[config.mk]
export PLATFORM = sky130hd
export DESIGN_NAME = slave_decoder_flat
export DESIGN_NICKNAME = d
export VERILOG_FILES = /design/src/source/bus_pkg.sv /design/src/source/wb_if.sv /design/src/source/slave_decoder.sv /design/src/flat_wrapper.sv
export SDC_FILE = /design/constraint.sdc
export NUM_CORES = 1
export LEC_CHECK = 0
export BUFFER_PORTS_ARGS = -buffer_cell sky130_fd_sc_hd__buf_2
export CORE_AREA = 4 4 116 118
export DETAILED_ROUTE_END_ITERATION = 7
export DIE_AREA = 0 0 120 122
export GPL_ROUTABILITY_DRIVEN = 0
export PLACE_DENSITY_LB_ADDON = 0.3
export SLEW_MARGIN = 20
export SYNTH_ARGS = -nofsm -noshare
export SYNTH_HDL_FRONTEND = slang
export SYNTH_SLANG_ARGS = --single-unit
[constraint.sdc]
create_clock -name clk -period 1 [get_ports clk]
set_input_delay 0.05 -clock clk [delete_from_list [all_inputs] [get_ports clk]]
set_output_delay 0.05 -clock clk [all_outputs]
set_load 0.01 [all_outputs]
[src/source/bus_pkg.sv]
// ##########################################################
// bus widths, slave address map and Wishbone field types
// shared by the fabric RTL and its testbench
// ##########################################################
`default_nettype none

package bus_pkg;

    typedef logic [31:0] addr_t;    // byte address on every bus port
    typedef logic [31:0] data_t;    // read and write data

    localparam int N_SLAVES = 4;

    typedef logic [N_SLAVES-1:0] slave_sel_t;    // one-hot strobe, one bit per slave

    // address bits 15:12 pick the slave, anything above slave 3 is unmapped
    localparam int SLAVE_FIELD_LSB = 12;
    localparam int SLAVE_FIELD_MSB = 15;

    typedef logic [SLAVE_FIELD_MSB-SLAVE_FIELD_LSB:0] slave_field_t;

endpackage

`default_nettype wire

[src/source/wb_if.sv]
// ##########################################################
// shared Wishbone-classic bus between master mux and decoder
// ##########################################################
`timescale 1ns/1ps
`default_nettype none

interface wb_if;
    import bus_pkg::*;

    logic  cyc;
    logic  stb;
    logic  we;
    addr_t adr;
    data_t dat_w;
    data_t dat_r;
    logic  ack;

    // the mux side drives the owner's request onto the bus
    modport master (output cyc, stb, we, adr, dat_w, input dat_r, ack);

    // the decoder side answers it
    modport slave (input cyc, stb, we, adr, dat_w, output dat_r, ack);

endinterface

`default_nettype wire

[src/source/slave_decoder.sv]
// ##########################################################
// address decode to one slave strobe, response mux, and a
// zero-data ack for unmapped addresses
// ##########################################################
`timescale 1ns/1ps
`default_nettype none

module slave_decoder (
    input  logic               clk,
    input  logic               rst,
    wb_if.slave                bus,
    output logic               s_cyc,
    output logic               s_we,
    output bus_pkg::addr_t     s_adr,
    output bus_pkg::data_t     s_dat_w,
    output bus_pkg::slave_sel_t s_stb,
    input  bus_pkg::data_t     s_dat_r [bus_pkg::N_SLAVES],
    input  bus_pkg::slave_sel_t s_ack
);
    import bus_pkg::*;

    slave_field_t field;
    logic         mapped;
    logic         unmapped_stb;
    logic         unmapped_ack;    // registered answer for a missing slave

    assign field        = bus.adr[SLAVE_FIELD_MSB:SLAVE_FIELD_LSB];
    assign mapped       = (field < N_SLAVES);
    assign unmapped_stb = bus.cyc && bus.stb && !mapped;

    assign s_cyc   = bus.cyc;
    assign s_we    = bus.we;
    assign s_adr   = bus.adr;
    assign s_dat_w = bus.dat_w;

    always_comb begin
        s_stb     = '0;
        bus.dat_r = '0;    // unmapped reads return zero
        bus.ack   = unmapped_ack;
        for (int s = 0; s < N_SLAVES; s++) begin
            if (mapped && (field == slave_field_t'(s))) begin
                s_stb[s]  = bus.cyc & bus.stb;
                bus.dat_r = s_dat_r[s];
                bus.ack   = s_ack[s];
            end
        end
    end

    // ack one cycle after the strobe, toggling so that back-to-back accesses each get one
    always_ff @(posedge clk or posedge rst) begin
        if (rst) begin
            unmapped_ack <= 1'b0;
        end else if (!unmapped_stb) begin
            unmapped_ack <= 1'b0;
        end else begin
            unmapped_ack <= !unmapped_ack;
        end
    end

endmodule

`default_nettype wire

[src/flat_wrapper.sv]
// flat-port wrapper written by rule: the top's interface ports become plain ports
module slave_decoder_flat import bus_pkg::*;
  (clk, rst, s_cyc, s_we, s_adr, s_dat_w, s_stb, s_dat_r, s_ack, bus_cyc, bus_stb, bus_we, bus_adr, bus_dat_w, bus_dat_r, bus_ack);
  wb_if bus_i ();
  input  logic clk;
  input  logic rst;
  output logic s_cyc;
  output logic s_we;
  output bus_pkg::addr_t s_adr;
  output bus_pkg::data_t s_dat_w;
  output bus_pkg::slave_sel_t s_stb;
  input  bus_pkg::data_t s_dat_r[bus_pkg::N_SLAVES];
  input  bus_pkg::slave_sel_t s_ack;
  input wire logic [$bits(bus_i.cyc)-1:0] bus_cyc;
  input wire logic [$bits(bus_i.stb)-1:0] bus_stb;
  input wire logic [$bits(bus_i.we)-1:0] bus_we;
  input wire logic [$bits(bus_i.adr)-1:0] bus_adr;
  input wire logic [$bits(bus_i.dat_w)-1:0] bus_dat_w;
  output wire logic [$bits(bus_i.dat_r)-1:0] bus_dat_r;
  output wire logic [$bits(bus_i.ack)-1:0] bus_ack;
  assign bus_i.cyc = bus_cyc;
  assign bus_i.stb = bus_stb;
  assign bus_i.we = bus_we;
  assign bus_i.adr = bus_adr;
  assign bus_i.dat_w = bus_dat_w;
  assign bus_dat_r = bus_i.dat_r;
  assign bus_ack = bus_i.ack;
  slave_decoder u_core (.clk(clk), .rst(rst), .bus(bus_i), .s_cyc(s_cyc), .s_we(s_we), .s_adr(s_adr), .s_dat_w(s_dat_w), .s_stb(s_stb), .s_dat_r(s_dat_r), .s_ack(s_ack));
endmodule
# After elaboration in Yosys (flattened, before gate mapping)
# Cells that the tools add are included.
[op_classes]
order_cmp = 1
n_eq_ne = 3
n_mux = 13
bitwise_logic = 1
reduce_logical = 9
[op_table]
columns = ["cell", "count"]
rows = [
  ["32-bit 2-to-1 mux", 4],
  ["1-bit 2-to-1 mux", 9],
  ["4-bit by 2-bit equality test with 1-bit output (second input constant)", 2],
  ["1-bit logical AND", 6],
  ["4-bit by 1-bit equality test with 1-bit output (second input constant)", 1],
  ["4-bit zero test", 1],
  ["4-bit by 3-bit less-than comparator with 1-bit output (second input constant)", 1],
  ["1-bit zero test", 2],
  ["1-bit bitwise AND", 1],
]
[word_totals]
ff_bits = 1
in_bits = 201
output_inout_bits = 103
elab_cells = 28

# Longest topological paths before layout
[logic_depth]
word_depth = 6
depth_mapped = 4
mapped_depth_nobuf = 3

# Least setup slack after synthesis
# OpenSTA, ideal clock, no wires.
[synth_timing]
kind = "input -> output"
startpoint = "in bus_adr[12]"
endpoint = "out bus_dat_r[17]"
arrival_ns = 1.059
required_time_ns = 0.950
path_slack_ns = -0.109
cell_stages = 4
path_buffers = 2
cell_sequence = "buf_6 -> buf_6 -> mux4_2 -> and2_1"
[synth_between]
elab_chain_len = 6
word_cells_on_any_way = 13
cone_classes = "1 x order compare; 3 x eq/ne; 4 x mux; 5 x reduce/logical"
[synth_rtl]
columns = ["item", "line", "rtl"]
rows = [
  ["start, declared", "flat_wrapper.sv:17", "input wire logic [$bits(bus_i.adr)-1:0] bus_adr;"],
  ["4-bit by 3-bit less-than comparator with 1-bit output or 4-bit zero test (tied branches)", "slave_decoder.sv:28, slave_decoder.sv:41", ""],
  ["1-bit logical AND", "slave_decoder.sv:41", "if (mapped && (field == slave_field_t'(s))) begin"],
  ["32-bit 2-to-1 mux (3 in series)", "slave_decoder.sv:41", ""],
  ["32-bit 2-to-1 mux (*)", "slave_decoder.sv:41", ""],
  ["end, declared", "flat_wrapper.sv:19", "output wire logic [$bits(bus_i.dat_r)-1:0] bus_dat_r;"],
]
# Mark *: on every way between the ends. The rest lies on a longest branch, timed or not.

# Final worst setup path
[layout_timing]
startpoint = "in bus_adr[12]"
endpoint = "out bus_ack"
[layout_between]
elab_chain_len = 6
word_cells_on_any_way = 13
cone_classes = "1 x order compare; 3 x eq/ne; 4 x mux; 5 x reduce/logical"
[layout_rtl]
columns = ["item", "line", "rtl"]
rows = [
  ["4-bit by 3-bit less-than comparator with 1-bit output or 4-bit zero test (tied branches)", "slave_decoder.sv:28, slave_decoder.sv:41", ""],
  ["1-bit logical AND", "slave_decoder.sv:41", ""],
  ["1-bit 2-to-1 mux (3 in series)", "slave_decoder.sv:41", ""],
  ["1-bit 2-to-1 mux (*)", "slave_decoder.sv:41", ""],
  ["end, declared", "flat_wrapper.sv:20", "output wire logic [$bits(bus_i.ack)-1:0] bus_ack;"],
]
# Marked as above.

==> flow_summary.yaml <==
timing:
  fin_crit_sh_pct: 119
  slew_violations: 0
  rsz0062_at_grt: "yes"
  hold_viol_final: 0
  setup_tns_ps: -4740
  finalWorstSetupSlack_ps: -191
  fmax_mhz: 840
  setup_violations: 33
  layout_min_cycle_time_ps: 1190
  relSlewSlack_pct: 84.5
  tightestPinTransition_ps: 231
  skew_ps: 0
synth:
  synth-edff-count: 0
  synth_fp_nets: 359
  synth-seq-area-share_pct: 1.55
  async_reset_ff_share_pct: 100
  yosysUniqueCellTypes: 20
  yosysWarnings: 0
  synth_ff_type: "dfrtp_1"
  netlist_area_mm2: 0.00161
  synth-seq-cells: 1
  synth_area_leaders: "mux4_2 46%, buf_4 31%, and2_1 12%, dfrtp_1 1.6%, buf_6 1.4%"
  syn_inst: 158
  synth_top_area_cell: "mux4_2"
  synthMostInstantiatedCell: "buf_4"
  avgSynthCellArea_um2: 10.2
  yosys-top-cells-count: "66 x buf_4, 33 x mux4_2, 32 x and2_1, 4 x buf_2, 4 x clkbuf_1"
  yosys.area.top_type_share_pct: 46.0
cells_and_area:
  largest-register: "u_core.unmapped_ack"
  nets: 479
  antenna_cells: 0
  syn_to_final_growth_pct: 66.7
  top_regs: "u_core.unmapped_ack: 1 flops"
  nFillCells: 1373
  instances_no_fill: 448
  largest_register_ffs: 1
  drive_gt1_share_pct: 93.1
clock_network:
  clk_latency_ps: 0
critical_path:
  regToRegStartpoint: "u_core.unmapped_ack"
  crit_type: "in2out"
  cp-start-kind: "primary input"
  startpoint: "bus_adr[12]"
  worstPathArrival_ps: 1140
  r2r_slack_ps: 370
  worstPathRequired_ps: 950
  r2r-end: "u_core.unmapped_ack"
  critPathMaxFanout: 6
  worstSetupEndpointType: "primary output"
  setup.worst_path.end: "bus_ack"
  rr_worst_depth: 1
power:
  ir_worst_vdd_mv: 0.140
  p_per_area_mw_per_mm2: 413
  p_total_mw: 1.11
  leakage_nw: 1.31
global_routing:
  grt_overflow_total: 0
  grt.total_usage_pct: 8.85
  antenna_found_initial: 0
  grt_pass1_vias: 1917
  grt_start_max_net_pins: 34
  grt_pass1_wl_um: 10300
flow_run:
  maxCapViolCount: 0
min_path:
  holdCritPathClass: "in2out"
die:
  ios: 304
  start_util_pct: 12.9
  die_h_um: 122
  rows: 41
  coreArea_mm2: 0.0125
  die_w_um: 120
  dieArea_mm2: 0.0146
drt:
  wirelength_um: 7480
  drt_iter0_drc: 57
  drtAntennaViolNets: 0
  viasPerCell: 3.84
  via_count: 1722
  wl_per_cell_um: 16.7
  drt-pass1-iter-count: 4
  drc: 0
run_status:
  outcome: "finished, violations left"
  violations: "negative setup slack"
placed_design:
  port_buffers: 181
  place_ws_ps: -333
  dp_cells: 442
  hpwlAfterDp_um: 6240
[how the worst min path moves through the flow]
stage / startpoint / to / depth (start not counted)
finish: bus_adr[28] / s_adr[28] / 0
global route: bus_adr[31] / s_adr[31] / 0
CTS: bus_adr[11] / s_adr[11] / 0
detailed placement: rst / u_core.unmapped_ack / 2
global placement: rst / u_core.unmapped_ack / 2
floorplan: rst / u_core.unmapped_ack / 1
[final cells by class]
| cell class | instances | area [µm²] | share of cell area [%] |
|---|---|---|---|
| timing repair buffer | 195 | 1340 | 49.6 |
| multi-input combinational | 78 | 1110 | 41.2 |
| tap | 172 | 215 | 8.00 |
| sequential | 1 | 25.0 | 0.930 |
| inverter | 2 | 7.51 | 0.279 |
[cell families (layout without fill, tap and decap cells)]
group	Yosys count	count (layout)	share of synthesized area (%)
flip-flops	1	1	1.55
buffers and inverters	79	197	35.0
AO/OA/AOI/OAI	2	2	1.09
AND/OR/NAND/NOR	43	43	16.4
multiplexers	33	33	46.0
[through the flow]
step           util, %  cell area, µm²  hold slack [ps]
2_1_floorplan        -            1660             -221
3_3_place_gp      18.7            2330             -114
3_5_place_dp      18.7            2330             -114
4_1_cts           20.5            2550              100
5_1_grt           21.6            2690              100
6_report          21.6            2690              100
[worst max-delay path, cell delays in order]
cell	delay (ps)
buf_16	120
buf_12	140
mux4_2	490
o22a_1	200
buf_2	130
[cells in the final DEF (no fill, tap or decap)]
cell type,instances
a311oi_1,1
and2_1,7
and2_4,25
and3_1,1
and3b_1,1
buf_12,5
buf_16,4
buf_2,154
buf_4,4
buf_6,25
clkbuf_16,1
clkbuf_4,1
dfrtp_1,1
dlygate4sd3_1,1
inv_1,2
mux4_2,33
nand2_1,1
nand2b_1,1
nor2_2,2
nor3_1,2
nor4_2,1
nor4b_2,1
o22a_1,1
or2_4,1
[layer usage]
metal	vias to the layer above	global-route usage [%]	part of all wire (%)
li1	748	-	-
met1	789	8.92	31
met2	159	17.5	53
met3	26	2.32	12
met4	0	2.93	3.5
met5	-	0	0
[report_power, final]
group          internal (mW)  switching (mW)  total (mW)  leakage, nW
Combinational          0.698           0.367        1.07         1.30
Clock                      0               0           0            0
Sequential            0.0434         0.00118      0.0445       0.0133
[timing repair]
item / CTS / global route
hold endpoints to repair: 1 / 0
gates resized for setup: 28 / 27
pin swaps: 25 / 1
hold buffers: 1 / 0
setup endpoints to repair: 34 / 37
cloned: 3 / 1
buffers inserted: 2 / 0
(Power assumes the default switching activity.)
