$ cat config.mk
export PLATFORM = sky130hd
export DESIGN_NAME = budget_bank_flat
export DESIGN_NICKNAME = d
export VERILOG_FILES = /design/src/source/auction_pkg.sv /design/src/source/auction_if.sv /design/src/source/budget_bank.sv /design/src/flat_wrapper.sv
export SDC_FILE = /design/constraint.sdc
export NUM_CORES = 1
export LEC_CHECK = 0
export BUFFER_PORTS_ARGS = -buffer_cell sky130_fd_sc_hd__buf_2
export CORE_ASPECT_RATIO = 0.9
export CORE_MARGIN = 1
export CORE_UTILIZATION = 45
export CTS_CLUSTER_SIZE = 10
export DETAILED_ROUTE_END_ITERATION = 6
export PLACE_DENSITY = 0.73
export SLEW_MARGIN = 20
export SYNTH_ARGS = -nofsm -noshare
export SYNTH_HDL_FRONTEND = slang
export SYNTH_SLANG_ARGS = --single-unit
$ cat constraint.sdc
create_clock -name clk -period 3.84 [get_ports clk]
set_input_delay 0.192 -clock clk [delete_from_list [all_inputs] [get_ports clk]]
set_output_delay 0.192 -clock clk [all_outputs]
set_load 0.02 [all_outputs]
$ cat src/source/auction_pkg.sv
// ##########################################################
// bid, balance and master types plus auction constants
// ##########################################################
`default_nettype none

package auction_pkg;

    localparam int N_MASTERS = 4;

    typedef logic [N_MASTERS-1:0] master_vec_t;    // one-hot grant or per-master flags
    typedef logic [3:0]           bid_t;           // zero means no bid
    typedef logic [9:0]           balance_t;       // spending balance, up to 1023

    // ##########################################################
    // budget rules
    // ##########################################################
    localparam balance_t BALANCE_INIT  = 10'd750;
    localparam balance_t REFILL_AMOUNT = 10'd750;
    localparam balance_t BALANCE_CAP   = 10'd900;    // a refill never goes past this

    typedef logic [8:0] refill_count_t;

    localparam refill_count_t REFILL_PERIOD = 9'd400;    // cycles between refills

    // ##########################################################
    // starvation guard
    // ##########################################################
    typedef logic [5:0] starve_count_t;

    // a requester that has waited this long goes ahead of every bid
    localparam starve_count_t STARVE_LIMIT = 6'd60;

    typedef enum logic {
        ARB_IDLE,     // bus free, auction runs every cycle
        ARB_OWNED     // one master holds the bus until it drops cyc
    } arb_state_t;

endpackage

`default_nettype wire

$ cat src/source/auction_if.sv
// ##########################################################
// request, bid, affordability and grant signals between
// the auction arbiter and the budget bank
// ##########################################################
`timescale 1ns/1ps
`default_nettype none

interface auction_if;
    import auction_pkg::*;

    master_vec_t req;                  // cyc high with a non-zero bid
    bid_t        bid [N_MASTERS];
    master_vec_t affordable;           // requester whose balance covers its bid
    master_vec_t grant;                // one-hot owner
    logic        charge;               // pulses on the first cycle of a new grant

    modport arbiter (output req, bid, grant, charge, input affordable);

    modport budget (input req, bid, grant, charge, output affordable);

endinterface

`default_nettype wire

$ cat src/source/budget_bank.sv
// ##########################################################
// per-master spending balances with a periodic refill,
// charged once per tenure by the arbiter
// ##########################################################
`timescale 1ns/1ps
`default_nettype none

module budget_bank (
    input  logic      clk,
    input  logic      rst,
    auction_if.budget arb
);
    import auction_pkg::*;

    balance_t      balance [N_MASTERS];
    refill_count_t refill_timer;
    logic          refill;

    // subtract the winning bid, a balance never wraps below zero
    function automatic balance_t after_charge(balance_t bal, bid_t bid);
        if (bal >= balance_t'(bid)) begin
            return bal - balance_t'(bid);
        end
        return '0;
    endfunction

    // add one refill, clipped at the cap
    function automatic balance_t after_refill(balance_t bal);
        if (bal > BALANCE_CAP - REFILL_AMOUNT) begin
            return BALANCE_CAP;
        end
        return bal + REFILL_AMOUNT;
    endfunction

    assign refill = (refill_timer == REFILL_PERIOD - 1'b1);    // every 400th edge after reset

    always_ff @(posedge clk or posedge rst) begin
        if (rst) begin
            refill_timer <= '0;
            for (int i = 0; i < N_MASTERS; i++) begin
                balance[i] <= BALANCE_INIT;
            end
        end else begin
            refill_timer <= refill ? '0 : refill_timer + 1'b1;
            for (int i = 0; i < N_MASTERS; i++) begin
                // a charge and a refill on the same edge both apply, charge first
                if (arb.charge && arb.grant[i] && refill) begin
                    balance[i] <= after_refill(after_charge(balance[i], arb.bid[i]));
                end else if (arb.charge && arb.grant[i]) begin
                    balance[i] <= after_charge(balance[i], arb.bid[i]);
                end else if (refill) begin
                    balance[i] <= after_refill(balance[i]);
                end
            end
        end
    end

    // only masters that are asking for the bus are flagged
    always_comb begin
        for (int i = 0; i < N_MASTERS; i++) begin
            arb.affordable[i] = arb.req[i] && (balance[i] >= balance_t'(arb.bid[i]));
        end
    end

endmodule

`default_nettype wire

$ cat src/flat_wrapper.sv
// flat-port wrapper written by rule: the top's interface ports become plain ports
module budget_bank_flat import auction_pkg::*;
  (clk, rst, arb_req, arb_bid, arb_grant, arb_charge, arb_affordable);
  auction_if arb_i ();
  input  logic clk;
  input  logic rst;
  input wire logic [$bits(arb_i.req)-1:0] arb_req;
  input wire logic [$bits(arb_i.bid)-1:0] arb_bid;
  input wire logic [$bits(arb_i.grant)-1:0] arb_grant;
  input wire logic [$bits(arb_i.charge)-1:0] arb_charge;
  output wire logic [$bits(arb_i.affordable)-1:0] arb_affordable;
  assign arb_i.req = arb_req;
  assign arb_i.bid = {>>{arb_bid}};
  assign arb_i.grant = arb_grant;
  assign arb_i.charge = arb_charge;
  assign arb_affordable = arb_i.affordable;
  budget_bank u_core (.clk(clk), .rst(rst), .arb(arb_i));
endmodule
Yosys cells after proc, flatten, opt, wreduce, memory -nomap -nowiden
Index checks and enable logic that the tools add are counted.

Register bits: 49. Input bits: 27.

Add/subtract/negate cells: 13. Order comparisons: 12. Eq/ne operators: 1. Muxes and demuxes: 85. Reductions and logical operators: 16.

Operator list (number): $mux 10 (44); $add 10x10->10 const B (8); $gt 10x8->1 const B (8); $ge 10x4->1 (4); $mux 1 (40); $sub 10x4->10 (4); $logic_and 1x1->1 (12); $reduce_bool 3->1 (4); $add 9x1->9 const B (1); $eq 9x9->1 const B (1); $mux 9 (1).

Longest topological paths before layout
Depth in word-level cells: 10. Gate-level depth with buffers: 15. Depth with buffers taken out: 13.

Least setup slack after synthesis
OpenSTA, ideal clock, no wires.

Kind: register to register. Start point: register u_core.balance[31] (netlist name). End point: register u_core.balance[37] (netlist name). Library setup time: 0.086 ns. Arrival time: 3.141 ns. Slack: 0.612 ns. Cell stages (with the launch flop): 13. Path buffers: 1. Period minus slack after synthesis: 3.228 ns. Cell sequence: dfstp_2 > inv_1 > fa_1 > nand2b_1 > a21oi_1 > nor4b_4 > clkbuf_1 > or2_2 > ha_1 > a21oi_1 > nor3_1 > xnor2_1 > o41a_1.

Word-level cells in the longest chain between the ends: 10. Elaborated cells on any way between the ends: 25. Those cells by class: 3 x add/sub; 3 x order compare; 19 x mux.

RTL lines: from (decl) (line budget_bank.sv:15) `balance_t balance [N_MASTERS];`; from (signal, indexed assignment) (line budget_bank.sv:48) `balance[i] <= after_refill(after_charge(balance[i], arb.bid[i]));`; from (signal, indexed assignment) (line budget_bank.sv:50) `balance[i] <= after_charge(balance[i], arb.bid[i]);`; from (signal, indexed assignment) (line budget_bank.sv:52) `balance[i] <= after_refill(balance[i]);`; $ge 10x4->1 (line budget_bank.sv:21) `if (bal >= balance_t'(bid)) begin`; $mux 1 (line budget_bank.sv:21); $mux 1 (line budget_bank.sv:47) `if (arb.charge && arb.grant[i] && refill) begin`; $mux 10 (line budget_bank.sv:24) `return '0;`; $mux 10 (line budget_bank.sv:47); $gt 10x8->1 (line budget_bank.sv:29) `if (bal > BALANCE_CAP - REFILL_AMOUNT) begin`; $mux 1 (line budget_bank.sv:29); $mux 1 (line budget_bank.sv:47); $mux 10 (line budget_bank.sv:32) `return bal + REFILL_AMOUNT;`; $mux 10 (*) (line budget_bank.sv:47).

Every way passes the cells marked *; elsewhere a longest branch is shown, timed or not. The select of a mux whose other input is x is not followed. A chain may end at the register's enable or synchronous reset.

Final worst setup path
Start point: register u_core.balance[11] (netlist name). End point: register u_core.balance[17] (netlist name).

Same word-level chain as after synthesis.

==> results by group <==
STA
  – Setup Skew: around 0.0047 ns
  – RSZ-0062 raised after global routing: false
  – Final setup fails: 0
  – Slew margin rel.: roughly 41%
  – Final period util: 86.9%
  – Post-route minimum period: ~3.3 ns
  – Worst-margin pin slew: about 0.9 ns
  – Setup tns final: 0 ns
  – Final Hold Viols: 0
  – Slew Viols, Final: 0
  – Fmax: 0.300 GHz

Worst setup path
  – CP max stage cell: dfstp_2
  – Cells on worst reg2reg path: 11
  – CP Data Required Time: a little over 4 ns
  – Critical Path Sink Type: flip-flop
  – CP max stage delay: between 0.5 and 0.6 ns
  – Buffers & Inverters on Critical Path: 1
  – Critical path launch point: u_core.balance[11]
  – CP startpoint kind: flip-flop
  – Reg2Reg Capture Point: u_core.balance[17]
  – Reg-to-reg critical path startpoint: u_core.balance[11]
  – Critical path class: reg -> reg
  – Internal reg-to-reg setup slack: 0.50 ns
  – Largest delay contributor family on the critical path: simple AND/OR/NAND/NOR gates
  – CP Max Fanout: 14
  – CP cell instances: inv_1 > fa_1 > nor2b_1 > o21ai_1 > and3_1 > or3_1 > ha_1 > a21boi_0 > nor2_1 > o311ai_0 > o22ai_1
  – CP Data Arrival Time: roughly 3.5 ns

Worst hold path
  – Worst hold path class: in -> async

Floorplanning
  – Io pins: 31
  – Die W: between 100 and 150 um
  – FP Rows: 38
  – Die height: approximately 110 um
  – Initial Util: a little under half
  – Die ar.: approximately 13000 um2
  – Area of the core: about 12000 um2

Drt
  – Vias per inst: ~6
  – Iter 0 DRT Violations: 399
  – Wire per inst: 15.6 um
  – Post-DRT Antenna Nets: 0
  – DRC: 0
  – Wirelength, routed: around 14000 um
  – Drt first pass iters: 5
  – Vias: 5534

CTS
  – Clk_lat worst skew: 0.29 ns
  – Clk root buf: clkbuf_16
  – Post-CTS sizing: 0
  – # hold bufs at CTS: 0
  – Clock buffer count from CTS: 5
  – TritonCTS Sinks: 49
  – Postcts setup bufs: 0
  – Longest Clk Path Bufs: 2
  – H-tree depth: 2
  – CTS tree: done
  – Clock-pin slew on the worst setup and hold paths: roughly 0.07 ns

Final layout
  – FILL cells: about 1200
  – Post-layout util: 49.5%
  – Layout cells sized above 1: between 10 and 15%
  – Area Overhead vs Synth: 7.32%
  – Diodes inserted: 0
  – Fin nets: roughly 800

Global routing
  – First-pass GRT wire length: between 20000 and 25000 um
  – Total track usage: roughly 23%
  – Total gr overflow: 0
  – Largest net degree at the start of global routing: 37
  – Vias in the first global route: between 4000 and 5000
  – Initial antenna violation count: 0

Yosys
  – Async set-or-reset flop fraction in the synthesized netlist: between 90% and 100%
  – Syn nets: approximately 800
  – Synth area leader: dfstp_2
  – Commonest cells post-synth: nor2_1, nand2_1, a21oi_1
  – Synth Cell Area: approximately 5600 um2
  – Ys flop type: dfstp_2
  – Synthesized flop and latch total: 49
  – Top cell type's share of synthesized area: a little over an eighth
  – Post-Syn Instances: approximately 740
  – Syn avg cell area: between 7 and 8 um2
  – Yosys synthesis warning count: 0
  – Count of flip-flops with a built-in enable after synthesis: 0
  – Area contributors post-synth: dfstp_2, dfrtp_1, ha_1
  – Post-synthesis sequential area ratio: a little under a quarter
  – Synth cell types: 78
  – Most frequent cell after synthesis: nor2_1

Power and ir drop
  – VDD IR max: 0.000351 V
  – Leakage: between 2 and 2.5 nW
  – Pwr/cell area: 836 nW/um2

Outcome
  – Status: completed

Placement
  – RePlAce Congestion: 0.902
  – IO Port Bufs: 30
  – Post-DP HPWL: ~11000 um

Run
  – Max-cap viol count: 0
-- placed cells by master (no fill, tap or decap), drive strengths merged, types with 8 or more instances in the layout --
master and instances:
o31ai 24, nand2 61, nand3 22, nor2 77, and2 11, dfrtp 21
nor3 33, nor2b 8, xor2 14, o21ai 52, buf 39, or2 14
dfstp 28, inv 32, a31oi 12, or3 14, a21oi 59, a22oi 9
a21o 9, ha 25, xnor2 32, nand2b 20
-- through the flow --
| stage | instances | setup slack [ns] | hold WS (ns) | power (mW) | area (um2) |
|---|---|---|---|---|---|
| floorplan | 742 | 0.612 | 0.424 | 3.83 | 5570 |
| global placement | 900 | 0.630 | 0.380 | 4.46 | 5820 |
| detailed placement | 900 | 0.523 | 0.394 | 4.48 | 5820 |
| CTS | 908 | 0.517 | 0.0800 | 4.97 | 5980 |
| global route | 908 | 0.102 | 0.102 | 5.47 | 5980 |
| finish | 908 | 0.505 | 0.0440 | 5.00 | 5980 |
-- metal layers --
layer	track usage, %	vias to the layer above	part of all wire (%)
met4	3.30	0	0.42
li1	-	2746	-
met1	32.5	2615	47
met3	2.70	6	5.9
met2	37.7	167	47
met5	0	-	0
-- state kept, by name (all words and copies together), names as in the netlist --
signal / cells
u_core.refill_timer: 9
u_core.balance: 40
-- final cells by class --
| class | instances | area (um2) | share of cell area [%] |
|---|---|---|---|
| clock inverters | 1 | 5.00 | 0.0837 |
| flip-flops and latches | 49 | 1260 | 21.1 |
| clock buffers | 7 | 153 | 2.55 |
| multi-input cells | 620 | 4020 | 67.3 |
| well taps | 160 | 200 | 3.35 |
| inverters | 32 | 120 | 2.01 |
| repair buffers | 39 | 218 | 3.64 |
-- cell families (layout without fill, tap and decap cells) --
kind of cell / count (synthesis) / after routing / synth area share (%)
AND/OR/NAND/NOR: 297 / 297 / 27.7
flip-flops: 49 / 49 / 22.6
buffers and inverters: 73 / 79 / 5.19
XOR/XNOR: 46 / 46 / 7.23
adder cells (fa/ha/maj): 29 / 29 / 7.05
multiplexers: 3 / 3 / 0.561
AO/OA/AOI/OAI: 245 / 245 / 29.7
-- power breakdown --
part / total (mW) / switching, mW / internal (mW) / leakage (nW)
registers: 1.15 / 0.358 / 0.797 / 0.547
logic: 3.38 / 1.95 / 1.43 / 1.80
clock network: 0.465 / 0.189 / 0.276 / 0.0799
total: 5.00 / 2.49 / 2.51 / 2.43
-- worst max path at each step --
stage                    endpoint  cells past startpoint
3_5_place_dp   u_core.balance[17]                     11
2_1_floorplan  u_core.balance[37]                     12
5_1_grt        u_core.balance[17]                     11
3_3_place_gp   u_core.balance[17]                     11
4_1_cts        u_core.balance[17]                     11
6_report       u_core.balance[17]                     11
Power figures use the tool's default switching activity.
