$ cat src/source/bus_pkg.sv
// ##########################################################
// bus widths, slave address map and Wishbone field types
// shared by the fabric RTL and its testbench
// ##########################################################
`default_nettype none

package bus_pkg;

    typedef logic [31:0] addr_t;    // byte address on every bus port
    typedef logic [31:0] data_t;    // read and write data

    localparam int N_SLAVES = 4;

    typedef logic [N_SLAVES-1:0] slave_sel_t;    // one-hot strobe, one bit per slave

    // address bits 15:12 pick the slave, anything above slave 3 is unmapped
    localparam int SLAVE_FIELD_LSB = 12;
    localparam int SLAVE_FIELD_MSB = 15;

    typedef logic [SLAVE_FIELD_MSB-SLAVE_FIELD_LSB:0] slave_field_t;

endpackage

`default_nettype wire

$ cat src/source/auction_pkg.sv
// ##########################################################
// bid, balance and master types plus auction constants
// ##########################################################
`default_nettype none

package auction_pkg;

    localparam int N_MASTERS = 4;

    typedef logic [N_MASTERS-1:0] master_vec_t;    // one-hot grant or per-master flags
    typedef logic [3:0]           bid_t;           // zero means no bid
    typedef logic [9:0]           balance_t;       // spending balance, up to 1023

    // ##########################################################
    // budget rules
    // ##########################################################
    localparam balance_t BALANCE_INIT  = 10'd750;
    localparam balance_t REFILL_AMOUNT = 10'd750;
    localparam balance_t BALANCE_CAP   = 10'd900;    // a refill never goes past this

    typedef logic [8:0] refill_count_t;

    localparam refill_count_t REFILL_PERIOD = 9'd400;    // cycles between refills

    // ##########################################################
    // starvation guard
    // ##########################################################
    typedef logic [5:0] starve_count_t;

    // a requester that has waited this long goes ahead of every bid
    localparam starve_count_t STARVE_LIMIT = 6'd60;

    typedef enum logic {
        ARB_IDLE,     // bus free, auction runs every cycle
        ARB_OWNED     // one master holds the bus until it drops cyc
    } arb_state_t;

endpackage

`default_nettype wire

$ cat src/source/wb_if.sv
// ##########################################################
// shared Wishbone-classic bus between master mux and decoder
// ##########################################################
`timescale 1ns/1ps
`default_nettype none

interface wb_if;
    import bus_pkg::*;

    logic  cyc;
    logic  stb;
    logic  we;
    addr_t adr;
    data_t dat_w;
    data_t dat_r;
    logic  ack;

    // the mux side drives the owner's request onto the bus
    modport master (output cyc, stb, we, adr, dat_w, input dat_r, ack);

    // the decoder side answers it
    modport slave (input cyc, stb, we, adr, dat_w, output dat_r, ack);

endinterface

`default_nettype wire

$ cat src/source/master_mux.sv
// ##########################################################
// puts the bus owner on the shared bus and hands the
// response back to it alone
// ##########################################################
`timescale 1ns/1ps
`default_nettype none

module master_mux (
    input  auction_pkg::master_vec_t grant,
    input  auction_pkg::master_vec_t m_cyc,
    input  auction_pkg::master_vec_t m_stb,
    input  auction_pkg::master_vec_t m_we,
    input  bus_pkg::addr_t           m_adr   [auction_pkg::N_MASTERS],
    input  bus_pkg::data_t           m_dat_w [auction_pkg::N_MASTERS],
    output bus_pkg::data_t           m_dat_r [auction_pkg::N_MASTERS],
    output auction_pkg::master_vec_t m_ack,
    wb_if.master                     bus
);
    import auction_pkg::*;

    // with no owner the bus sits idle with cyc and stb low
    always_comb begin
        bus.cyc   = 1'b0;
        bus.stb   = 1'b0;
        bus.we    = 1'b0;
        bus.adr   = '0;
        bus.dat_w = '0;
        for (int i = 0; i < N_MASTERS; i++) begin
            if (grant[i]) begin
                bus.cyc   = m_cyc[i];
                bus.stb   = m_stb[i];
                bus.we    = m_we[i];
                bus.adr   = m_adr[i];
                bus.dat_w = m_dat_w[i];
            end
        end
    end

    always_comb begin
        for (int i = 0; i < N_MASTERS; i++) begin
            m_ack[i]   = grant[i] & bus.ack;               // losers never see an ack
            m_dat_r[i] = grant[i] ? bus.dat_r : '0;
        end
    end

endmodule

`default_nettype wire

$ cat src/flat_wrapper.sv
// flat-port wrapper written by rule: the top's interface ports become plain ports
module master_mux_flat import auction_pkg::*;
  (grant, m_cyc, m_stb, m_we, m_adr, m_dat_w, m_dat_r, m_ack, bus_cyc, bus_stb, bus_we, bus_adr, bus_dat_w, bus_dat_r, bus_ack);
  wb_if bus_i ();
  input  auction_pkg::master_vec_t grant;
  input  auction_pkg::master_vec_t m_cyc;
  input  auction_pkg::master_vec_t m_stb;
  input  auction_pkg::master_vec_t m_we;
  input  bus_pkg::addr_t m_adr[auction_pkg::N_MASTERS];
  input  bus_pkg::data_t m_dat_w[auction_pkg::N_MASTERS];
  output bus_pkg::data_t m_dat_r[auction_pkg::N_MASTERS];
  output auction_pkg::master_vec_t m_ack;
  output wire logic [$bits(bus_i.cyc)-1:0] bus_cyc;
  output wire logic [$bits(bus_i.stb)-1:0] bus_stb;
  output wire logic [$bits(bus_i.we)-1:0] bus_we;
  output wire logic [$bits(bus_i.adr)-1:0] bus_adr;
  output wire logic [$bits(bus_i.dat_w)-1:0] bus_dat_w;
  input wire logic [$bits(bus_i.dat_r)-1:0] bus_dat_r;
  input wire logic [$bits(bus_i.ack)-1:0] bus_ack;
  assign bus_cyc = bus_i.cyc;
  assign bus_stb = bus_i.stb;
  assign bus_we = bus_i.we;
  assign bus_adr = bus_i.adr;
  assign bus_dat_w = bus_i.dat_w;
  assign bus_i.dat_r = bus_dat_r;
  assign bus_i.ack = bus_ack;
  master_mux u_core (.grant(grant), .m_cyc(m_cyc), .m_stb(m_stb), .m_we(m_we), .m_adr(m_adr), .m_dat_w(m_dat_w), .m_dat_r(m_dat_r), .m_ack(m_ack), .bus(bus_i));
endmodule
$ cat config.mk
export PLATFORM = sky130hd
export DESIGN_NAME = master_mux_flat
export DESIGN_NICKNAME = d
export VERILOG_FILES = /design/src/source/bus_pkg.sv /design/src/source/auction_pkg.sv /design/src/source/wb_if.sv /design/src/source/master_mux.sv /design/src/flat_wrapper.sv
export SDC_FILE = /design/constraint.sdc
export NUM_CORES = 1
export LEC_CHECK = 0
export ABC_CLOCK_PERIOD_IN_PS = 1900
export BUFFER_PORTS_ARGS = -buffer_cell sky130_fd_sc_hd__buf_2
export CAP_MARGIN = 20
export CORE_AREA = 2 2 195 197
export DETAILED_ROUTE_END_ITERATION = 8
export DIE_AREA = 0 0 197 199
export PLACE_DENSITY = 0.42
export SYNTH_ARGS = -nofsm -noshare
export SYNTH_HDL_FRONTEND = slang
export SYNTH_SLANG_ARGS = --single-unit
$ cat constraint.sdc
create_clock -name vclk -period 1.9
set_input_delay 0.38 -clock vclk [all_inputs]
set_output_delay 0.38 -clock vclk [all_outputs]
set_load 0.1 [all_outputs]
# After elaboration in Yosys (flattened, before gate mapping)
# Index checks and enable logic that the tools add are counted.
# word_totals
reg_bits	0
wordCells	28
inputBits	305
out_inout_bits	199
# op_classes
muxes	24
n_bitwise	4
# ops
operator	n
$mux 32	12
$mux 1	12
$and 1x1->1	4

# Logic depth before layout (Yosys ltp)
# Gate-level depths: netlist (run 1).
# depth
depth_word	4
depth_mapped	5
mapped_depth_nobuf	3

# Least setup slack after synthesis (run 1)
# OpenSTA, ideal clock, no wires.
# synth_path
path_kind	input-to-output
from	input port grant[1]
to	output port bus_dat_w[10]
n_path_buf	2
t_required_ps	1520
t_arrival_ps	2451
path_slack_ps	-931
stages	5
path_cell_list	and2b_1 buf_6 buf_4 a22oi_1 a21oi_1
# synth_via
elab_chain_len	3
# synth_lines
element	line_no	source
start, declared	flat_wrapper.sv:5	input auction_pkg::master_vec_t grant;
$mux 32 (3 in series)	master_mux.sv:29	if (grant[i]) begin
end, declared	flat_wrapper.sv:17	output wire logic [$bits(bus_i.dat_w)-1:0] bus_dat_w;
# Every way passes these cells.

# Worst setup path after layout (run 1)
# layout_path
from	input port grant[1]
to	output port bus_dat_w[22]
# The elaborated chain is that of the path after synthesis.

==> results of run 1 <==
layout by cell type (no fill, tap or decap), drive strengths merged:
cell type,Yosys,layout
a21oi,67,67
a22oi,67,67
and2,132,132
and2b,1,1
buf,25,554
bufbuf,0,1
clkbuf,23,2
diode,0,2
inv,1,1
nand2b,1,1
nor2,1,1
o22ai,67,67
kinds of logic after synthesis:
logic type | count (synthesis) | synth area share (%)
buffers and inverters | 49 | 10.7
AO/OA/AOI/OAI | 201 | 53.4
AND/OR/NAND/NOR | 135 | 35.8
routing by layer:
layer / vias up / GRT usage, % / share of wire, %
met3: 20 / 3.65 / 9.4
li1: 2474 / - / -
met2: 306 / 21.8 / 54
met4: 6 / 1.48 / 1.4
met1: 2356 / 11.8 / 35
met5: - / 0 / 0.15
power groups by stage:
stage,registers [W],clock network (W),logic (W)
2_1_floorplan,0,0,0.00284
3_3_place_gp,0,0,0.00481
3_5_place_dp,0,0,0.00482
4_1_cts,0,0,0.00486
5_1_grt,0,0,0.00504
6_report,0,0.000000000142,0.00490
worst max-delay path by stage:
stage,startpoint,end,slack [ns],cells after the start
global route,grant[1],bus_dat_w[22],-0.08,7
finish,grant[1],bus_dat_w[22],-0.03,7
detailed placement,grant[3],bus_dat_w[4],-0.10,6
global placement,grant[3],bus_dat_w[4],-0.11,6
floorplan,grant[2],bus_dat_w[11],-0.15,4
CTS,grant[1],bus_stb,-0.04,6
timing repair:
action / in CTS / in global routing
hold buffers: 0 / 0
endpoints found under the setup margin: 46 / 64
setup buffers: 0 / 3
cloned: 1 / 4
resized for setup: 12 / 36
pin swaps: 0 / 10
cell type report:
| class | instances | area (um^2) |
|---|---|---|
| fill | 3901 | 27200 |
| timing repair buffer | 557 | 6270 |
| multi-input combinational | 336 | 3090 |
| tap | 474 | 593 |
| antenna | 2 | 5.00 |
| inverter | 1 | 3.75 |
metrics by stage:
stage          power [W]  TNS, ns  util (%)  cell area [um^2]  hold WS, ns
5_1_grt          0.00504    -1.93      26.8              9950         1.22
3_3_place_gp     0.00481   -0.782      25.8              9580         1.20
3_5_place_dp     0.00482    -1.27      25.8              9580         1.20
4_1_cts          0.00486   -0.246      26.0              9670         1.20
2_1_floorplan    0.00284    -3.17         -              3150         1.09
6_report         0.00490   -0.256      26.8              9960         1.20
tightest hold or removal path, cell delays in order:
cell,delay [ns]
buf_2,0.11
and2_1,0.16
buf_12,0.17
cells in the mapped netlist:
cell and number:
and2_1 132, a21oi_1 67, a22oi_1 67, o22ai_1 67, clkbuf_1 23, buf_2 16, buf_6 5, buf_4 3
and2b_1 1, buf_1 1, inv_1 1, nand2b_1 1, nor2_1 1
==> results.toml, run 1 <==
[global_route]
grt_overflow = 0
grt_use_total_pct = 11.1
grt_max_degree = 39
antenna_found_initial = 5
grt_pass1_vias = 5365
grt_pass1_wl_mm = 33.3

[hold_path]
min_to = "m_dat_r[36]"
min_path_cells = 3
hold_start = "bus_dat_r[4]"
min_path_type = "in -> out"

[timing]
fin_ws_ns = -0.0322
min_period_over_period_pct = 102
slew_violations = 0
setup-violations-final = 23
fin_crit_ns = 1.93
hold_viol_final = 0
rsz0062_at_grt = "yes"
fmax_mhz = 518
tightest_slew_ns = 0.349
max_slew_margin_pct = 76.7

[place]
dp_worst_setup_slack_ns = -0.102
gp_congestion = 0.829
dp_hpwl_mm = 20.7
portBuffers = 504
placed_cells = 1360

[die]
rows = 71
dieArea_um2 = 39200
core-area_um2 = 37100
die_height_um = 199
die_w_um = 197
initial_core_util_pct = 6.34
pin_count = 504

[status]
violations = "setup timing"
status = "finished, violations left"

[routing]
route.detailed.drc = 0
drt_iter0_markers = 149
wirelength_mm = 24.9
vias_per_cell = 3.77
first_pass_iters = 4
ant_nets = 0
routed-via-count = 5162
post_drt_wl_per_cell_um = 18.2

[power]
switching_power_w = 0.00311
seqPwrFrac_pct = 0
power.density_nw_per_um2 = 492
p_leak_nw = 4.23
p_int_w = 0.00179
p_clk_share_pct = 0
power_switching_share_pct = 63.4
vdd_ir_drop_max_mv = 0.228
pwr-share-comb_pct = 100.0

[critical_path]
cp_num_buf_inv = 4
crit_slowest_cell = "and2b_4"
worstPathArrival_ns = 1.55
cp_max_fo = 9
critPathKind = "in -> out"
crit_path_frequent_cell = "buf_12"
slowest_delay_ns = 0.29
worstSetupEndpointType = "output port"
critPathTopFamily = "buffers and inverters"
crit_chain = "buf_6 -> and2b_4 -> buf_12 -> clkbuf_16 -> a22oi_2 -> a21oi_4 -> buf_12"
cp-start-kind = "input pin"
worstPathRequired_ns = 1.52

[finish]
stdcell_count = 1370
syn2layout_area_growth_pct = 323
ff_latch_area_um2 = 0
drive_gt1_share_pct = 75.1
finalNetCount = 1201
flops_and_latches = 0
clock_buffers = 0

[synth]
yosys_warnings = 0
yosysSeqAreaShare_pct = 0
syn_area_um2 = 2350
ys_top_cells_by_area = "and2_1, a22oi_1, o22ai_1, a21oi_1, clkbuf_1"
ys_types = 13
yosys.area.top_type = "and2_1"
syn_nets = 690
synth_cells = 385
synth_top_area_share_pct = 35.1
postSynthAreaPerCell_um2 = 6.11

[flow_run]
cap_violations = 0
Note: power is estimated with default switching activity, not from simulation.
==> run 2: changes to the inputs <==
CORE_AREA = 4 4 191 193   (was 2 2 195 197)
DIE_AREA = 0 0 195 197   (was 0 0 197 199)
PLACE_DENSITY = 0.43   (was 0.42)
==> run 2 against run 1 <==
  * The flow still finishes with violations (setup timing)
  * Hold slack lost 0.014 ns
  * Non-clock buffer count is the same
  * Sequential share of layout area is the same
  * Worst setup slack lost 0.014 ns
  * Cell area grew 1.3%
  * Highest routed layer is now met4
==> results.toml, run 2 (same netlist as run 1, synthesis figures left out) <==
[status]
status = "finished, violations left"
violations = "setup timing"

[timing]
hold_viol_final = 0
hold_ws_ns = 1.19
max_slew_margin_pct = 74.6
fmax_mhz = 514
tightest_slew_ns = 0.381
setup-violations-final = 14
slew_violations = 0
fin_ws_ns = -0.0460
rsz0062_at_grt = "yes"
fin_setup_tns_ns = -0.204
min_period_over_period_pct = 102
fin_crit_ns = 1.95

[finish]
stdcell_count = 1349
clock_buffers = 0
syn2layout_area_growth_pct = 329
ff_latch_area_um2 = 0
flops_and_latches = 0
finalNetCount = 1201
antenna_cells = 0
mostFrequentLayoutCell = "buf_2"
fillers = 3630
most-common-layout-cells = "buf_2, buf_12, and2_1, a21oi_4, o22ai_1"
drive_gt1_share_pct = 77.2

[critical_path]
cp_num_buf_inv = 4
crit_chain = "buf_2 -> and2b_2 -> buf_12 -> buf_6 -> a22oi_1 -> a21oi_4 -> buf_12"
critPathKind = "in -> out"
cp-start-kind = "input pin"
critPathTopFamily = "buffers and inverters"
worstPathArrival_ns = 1.57
crit_slowest_cell = "a22oi_1"
slowest_delay_ns = 0.25
crit_path_frequent_cell = "buf_12"
path_depth = 7
cp_max_fo = 19
worstPathRequired_ns = 1.52
worstSetupEndpointType = "output port"

[global_route]
grt_pass1_wl_mm = 35.9
antenna_found_initial = 0
grt_max_degree = 49
grt_overflow = 0
grt_pass1_vias = 5721
grt_use_total_pct = 11.8

[die]
core-area_um2 = 34500
initial_core_util_pct = 6.81
die_w_um = 195
rows = 68
pin_count = 504
die_height_um = 197
dieArea_um2 = 38400

[place]
gp_congestion = 0.954
portBuffers = 504
placed_cells = 1340
dp_hpwl_mm = 21.5

[power]
power_switching_share_pct = 63.5
p_leak_nw = 4.27
switching_power_w = 0.00315
p_int_w = 0.00181
vdd_ir_drop_max_mv = 0.252
seqPwrFrac_pct = 0
p_clk_share_pct = 0
power.density_nw_per_um2 = 491
pwr-share-comb_pct = 100.0

[routing]
post_drt_wl_per_cell_um = 19.5
first_pass_iters = 4
vias_per_cell = 3.92
wirelength_mm = 26.3
route.detailed.drc = 0
ant_nets = 0
drt_iter0_markers = 77
routed-via-count = 5288

[hold_path]
min_path_cells = 3
min_path_type = "in -> out"

[flow_run]
cap_violations = 0

[clock_tree]
postCtsHoldBufs = 0
## run 2: cell count changes in the layout (fill, tap and decap cells not counted), moves of 2 or more
cell / change
o22ai_4: +5
o22ai_2: +2
buf_6: +2
diode_2: -2
buf_16: +4
o22ai_1: -7
a22oi_1: -12
a22oi_2: +12
buf_12: -5
## run 2: timing repair
item | 4_1_cts | 5_1_grt
endpoints found under the setup margin | 57 | 66
resized for setup | 30 | 45
hold endpoints to repair | 0 | 0
buffers inserted | 0 | 3
pin swaps | 0 | 4
cloned | 3 | 3
## run 2: metal layers
layer | wire length, um | vias up | GRT usage (%)
li1 | - | 2474 | -
met1 | 9750 | 2478 | 13.2
met2 | 13600 | 314 | 22.0
met3 | 2560 | 22 | 3.98
met4 | 381 | 0 | 1.86
met5 | 0 | - | 0
## run 2: area by class of cell
cell class / count / area, um^2 / area share [%]
multi-input combinational: 336 / 3230 / 32.0
inverter: 1 / 6.26 / 0.0620
timing repair buffer: 557 / 6290 / 62.3
tap: 455 / 569 / 5.64
## run 2: tightest hold or removal path, stage by stage
cell and delay, ns:
buf_2 0.10, and2_2 0.16, buf_12 0.17
## run 2: path summary, 6_finish.rpt
kind	start	to	slack, ns
worst max-delay path	grant[0]	bus_adr[29]	-0.05
worst min-delay path	bus_dat_r[2]	m_dat_r[66]	1.19
## run 2: power groups by stage
stage	clock network, W	logic [W]	registers [W]
global placement	0	0.00481	0
CTS	0	0.00489	0
global route	0	0.00511	0
detailed placement	0	0.00482	0
finish	0	0.00496	0
floorplan	0	0.00284	0
## run 2: stage by stage
| step | power, W | area (um^2) | util [%] | worst slack (ns) |
|---|---|---|---|---|
| 4_1_cts | 0.00489 | 9740 | 28.2 | -0.0933 |
| 6_report | 0.00496 | 10100 | 29.2 | -0.0460 |
| 5_1_grt | 0.00511 | 10100 | 29.2 | -0.0809 |
| 2_1_floorplan | 0.00284 | 3150 | - | -0.149 |
| 3_3_place_gp | 0.00481 | 9510 | 27.5 | -0.0898 |
| 3_5_place_dp | 0.00482 | 9510 | 27.5 | -0.100 |
==> run 3: changes to the inputs <==
ABC_CLOCK_PERIOD_IN_PS = 1550   (was 1900)
CORE_AREA = 4 4 194 196   (was 4 4 191 193)
DIE_AREA = 0 0 198 200   (was 0 0 195 197)
clock period = 1.55 ns   (was 1.9 ns; I/O delays follow)
==> run 3 against run 2 <==
  * The run still ends with setup timing left
  * Worst setup slack lost 0.26 ns
  * Non-clock buffer count increased by 32
  * Critical endpoint is now bus_stb
  * Count of clock-buffer cells in the layout unchanged
  * Highest routed layer is now met5
  * Critical path depth unchanged
  * Largest cell class unchanged
==> results.toml, run 3 (same netlist as run 1, synthesis figures left out) <==
[status]
status = "finished, violations left"
violations = "setup timing"

[die]
die_w_um = 198
dieArea_um2 = 39600
rows = 70
initial_core_util_pct = 6.52
core-area_um2 = 36100
pin_count = 504
die_height_um = 200

[timing]
fin_crit_ns = 1.86
fmax_mhz = 539
fin_ws_ns = -0.306
hold_ws_ns = 1.04
max_slew_margin_pct = 77.3
tightest_slew_ns = 0.341
setup-violations-final = 90
hold_viol_final = 0
slew_violations = 0
min_period_over_period_pct = 120
rsz0062_at_grt = "yes"
fin_setup_tns_ns = -19.12

[finish]
ff_latch_area_um2 = 0
antenna_cells = 0
flops_and_latches = 0
final_util_pct = 29.4
most-common-layout-cells = "buf_2, buf_12, and2_2, a21oi_4, buf_4"
syn2layout_area_growth_pct = 350
drive_gt1_share_pct = 90.1
mostFrequentLayoutCell = "buf_2"
stdcell_count = 1394
clock_buffers = 0
finalNetCount = 1233

[place]
portBuffers = 504
dp_worst_setup_slack_ns = -0.384
dp_hpwl_mm = 20.6
placed_cells = 1376
gp_congestion = 0.822

[critical_path]
worstPathArrival_ns = 1.55
critPathKind = "in -> out"
worstPathRequired_ns = 1.24
cp_max_fo = 18
worstSetupEndpointType = "output port"
cp-start-kind = "input pin"

[global_route]
grt_max_degree = 34
grt_pass1_wl_mm = 34.9
grt_use_total_pct = 11.5
grt_overflow = 0
antenna_found_initial = 1
grt_pass1_vias = 5434

[hold_path]
min_to = "m_dat_r[41]"
hold_start = "bus_dat_r[9]"
min_path_type = "in -> out"
min_path_cells = 3

[routing]
first_pass_iters = 4
ant_nets = 0
route.detailed.drc = 0
post_drt_wl_per_cell_um = 18.7
routed-via-count = 5315
vias_per_cell = 3.81
drt_iter0_markers = 95
wirelength_mm = 26.1

[power]
power.density_nw_per_um2 = 585
p_leak_nw = 4.57
vdd_ir_drop_max_mv = 0.286

[flow_run]
cap_violations = 0
run 3: changes by cell type in the layout (fill, tap and decap cells not counted), moves of 6 or more:
cell	delta
buf_6	+6
buf_4	+18
a22oi_1	+19
and2_1	-120
o22ai_1	-11
o22ai_2	+14
a22oi_2	-19
and2_2	+120
run 3: through the flow:
step,cell area (um^2),power (W)
global route,10600,0.00640
global placement,9870,0.00598
floorplan,3320,0.00354
CTS,10400,0.00621
detailed placement,9870,0.00599
finish,10600,0.00621
run 3: layout make-up:
type / count / area [um^2]
repair buffers: 589 / 6670
inverters: 1 / 11.3
well taps: 468 / 586
multi-input cells: 336 / 3330
fillers: 3737 / 25500
run 3: routing by layer:
layer | track usage [%] | routed length (um)
met2 | 21.8 | 13600
met1 | 13.6 | 9950
met5 | 0 | 7
met3 | 2.30 | 2140
met4 | 1.73 | 379
run 3: what timing repair did:
item / CTS / global route
cloned: 9 / 2
endpoints found under the setup margin: 93 / 90
hold buffers: 0 / 0
pin swaps: 7 / 11
hold endpoints to repair: 0 / 0
setup buffers: 8 / 1
gates resized for setup: 46 / 29
run 3: worst max path at each step:
| stage | start | end | slack (ns) |
|---|---|---|---|
| global route | grant[1] | bus_cyc | -0.35 |
| global placement | grant[1] | bus_cyc | -0.38 |
| detailed placement | grant[1] | bus_cyc | -0.38 |
| finish | grant[1] | bus_stb | -0.31 |
| CTS | grant[1] | bus_dat_w[18] | -0.33 |
| floorplan | grant[1] | bus_dat_w[10] | -0.26 |
run 3: critical path, cell delays in order:
cell and delay, ns:
buf_8 0.10, and2b_4 0.27, buf_12 0.21, buf_4 0.15, a22oi_1 0.10, a21oi_4 0.19, buf_12 0.19
run 3: where the power goes:
group          internal, W  total, W  switching [W]
combinational      0.00235   0.00621        0.00386
sequential               0         0              0
clock                    0         0              0
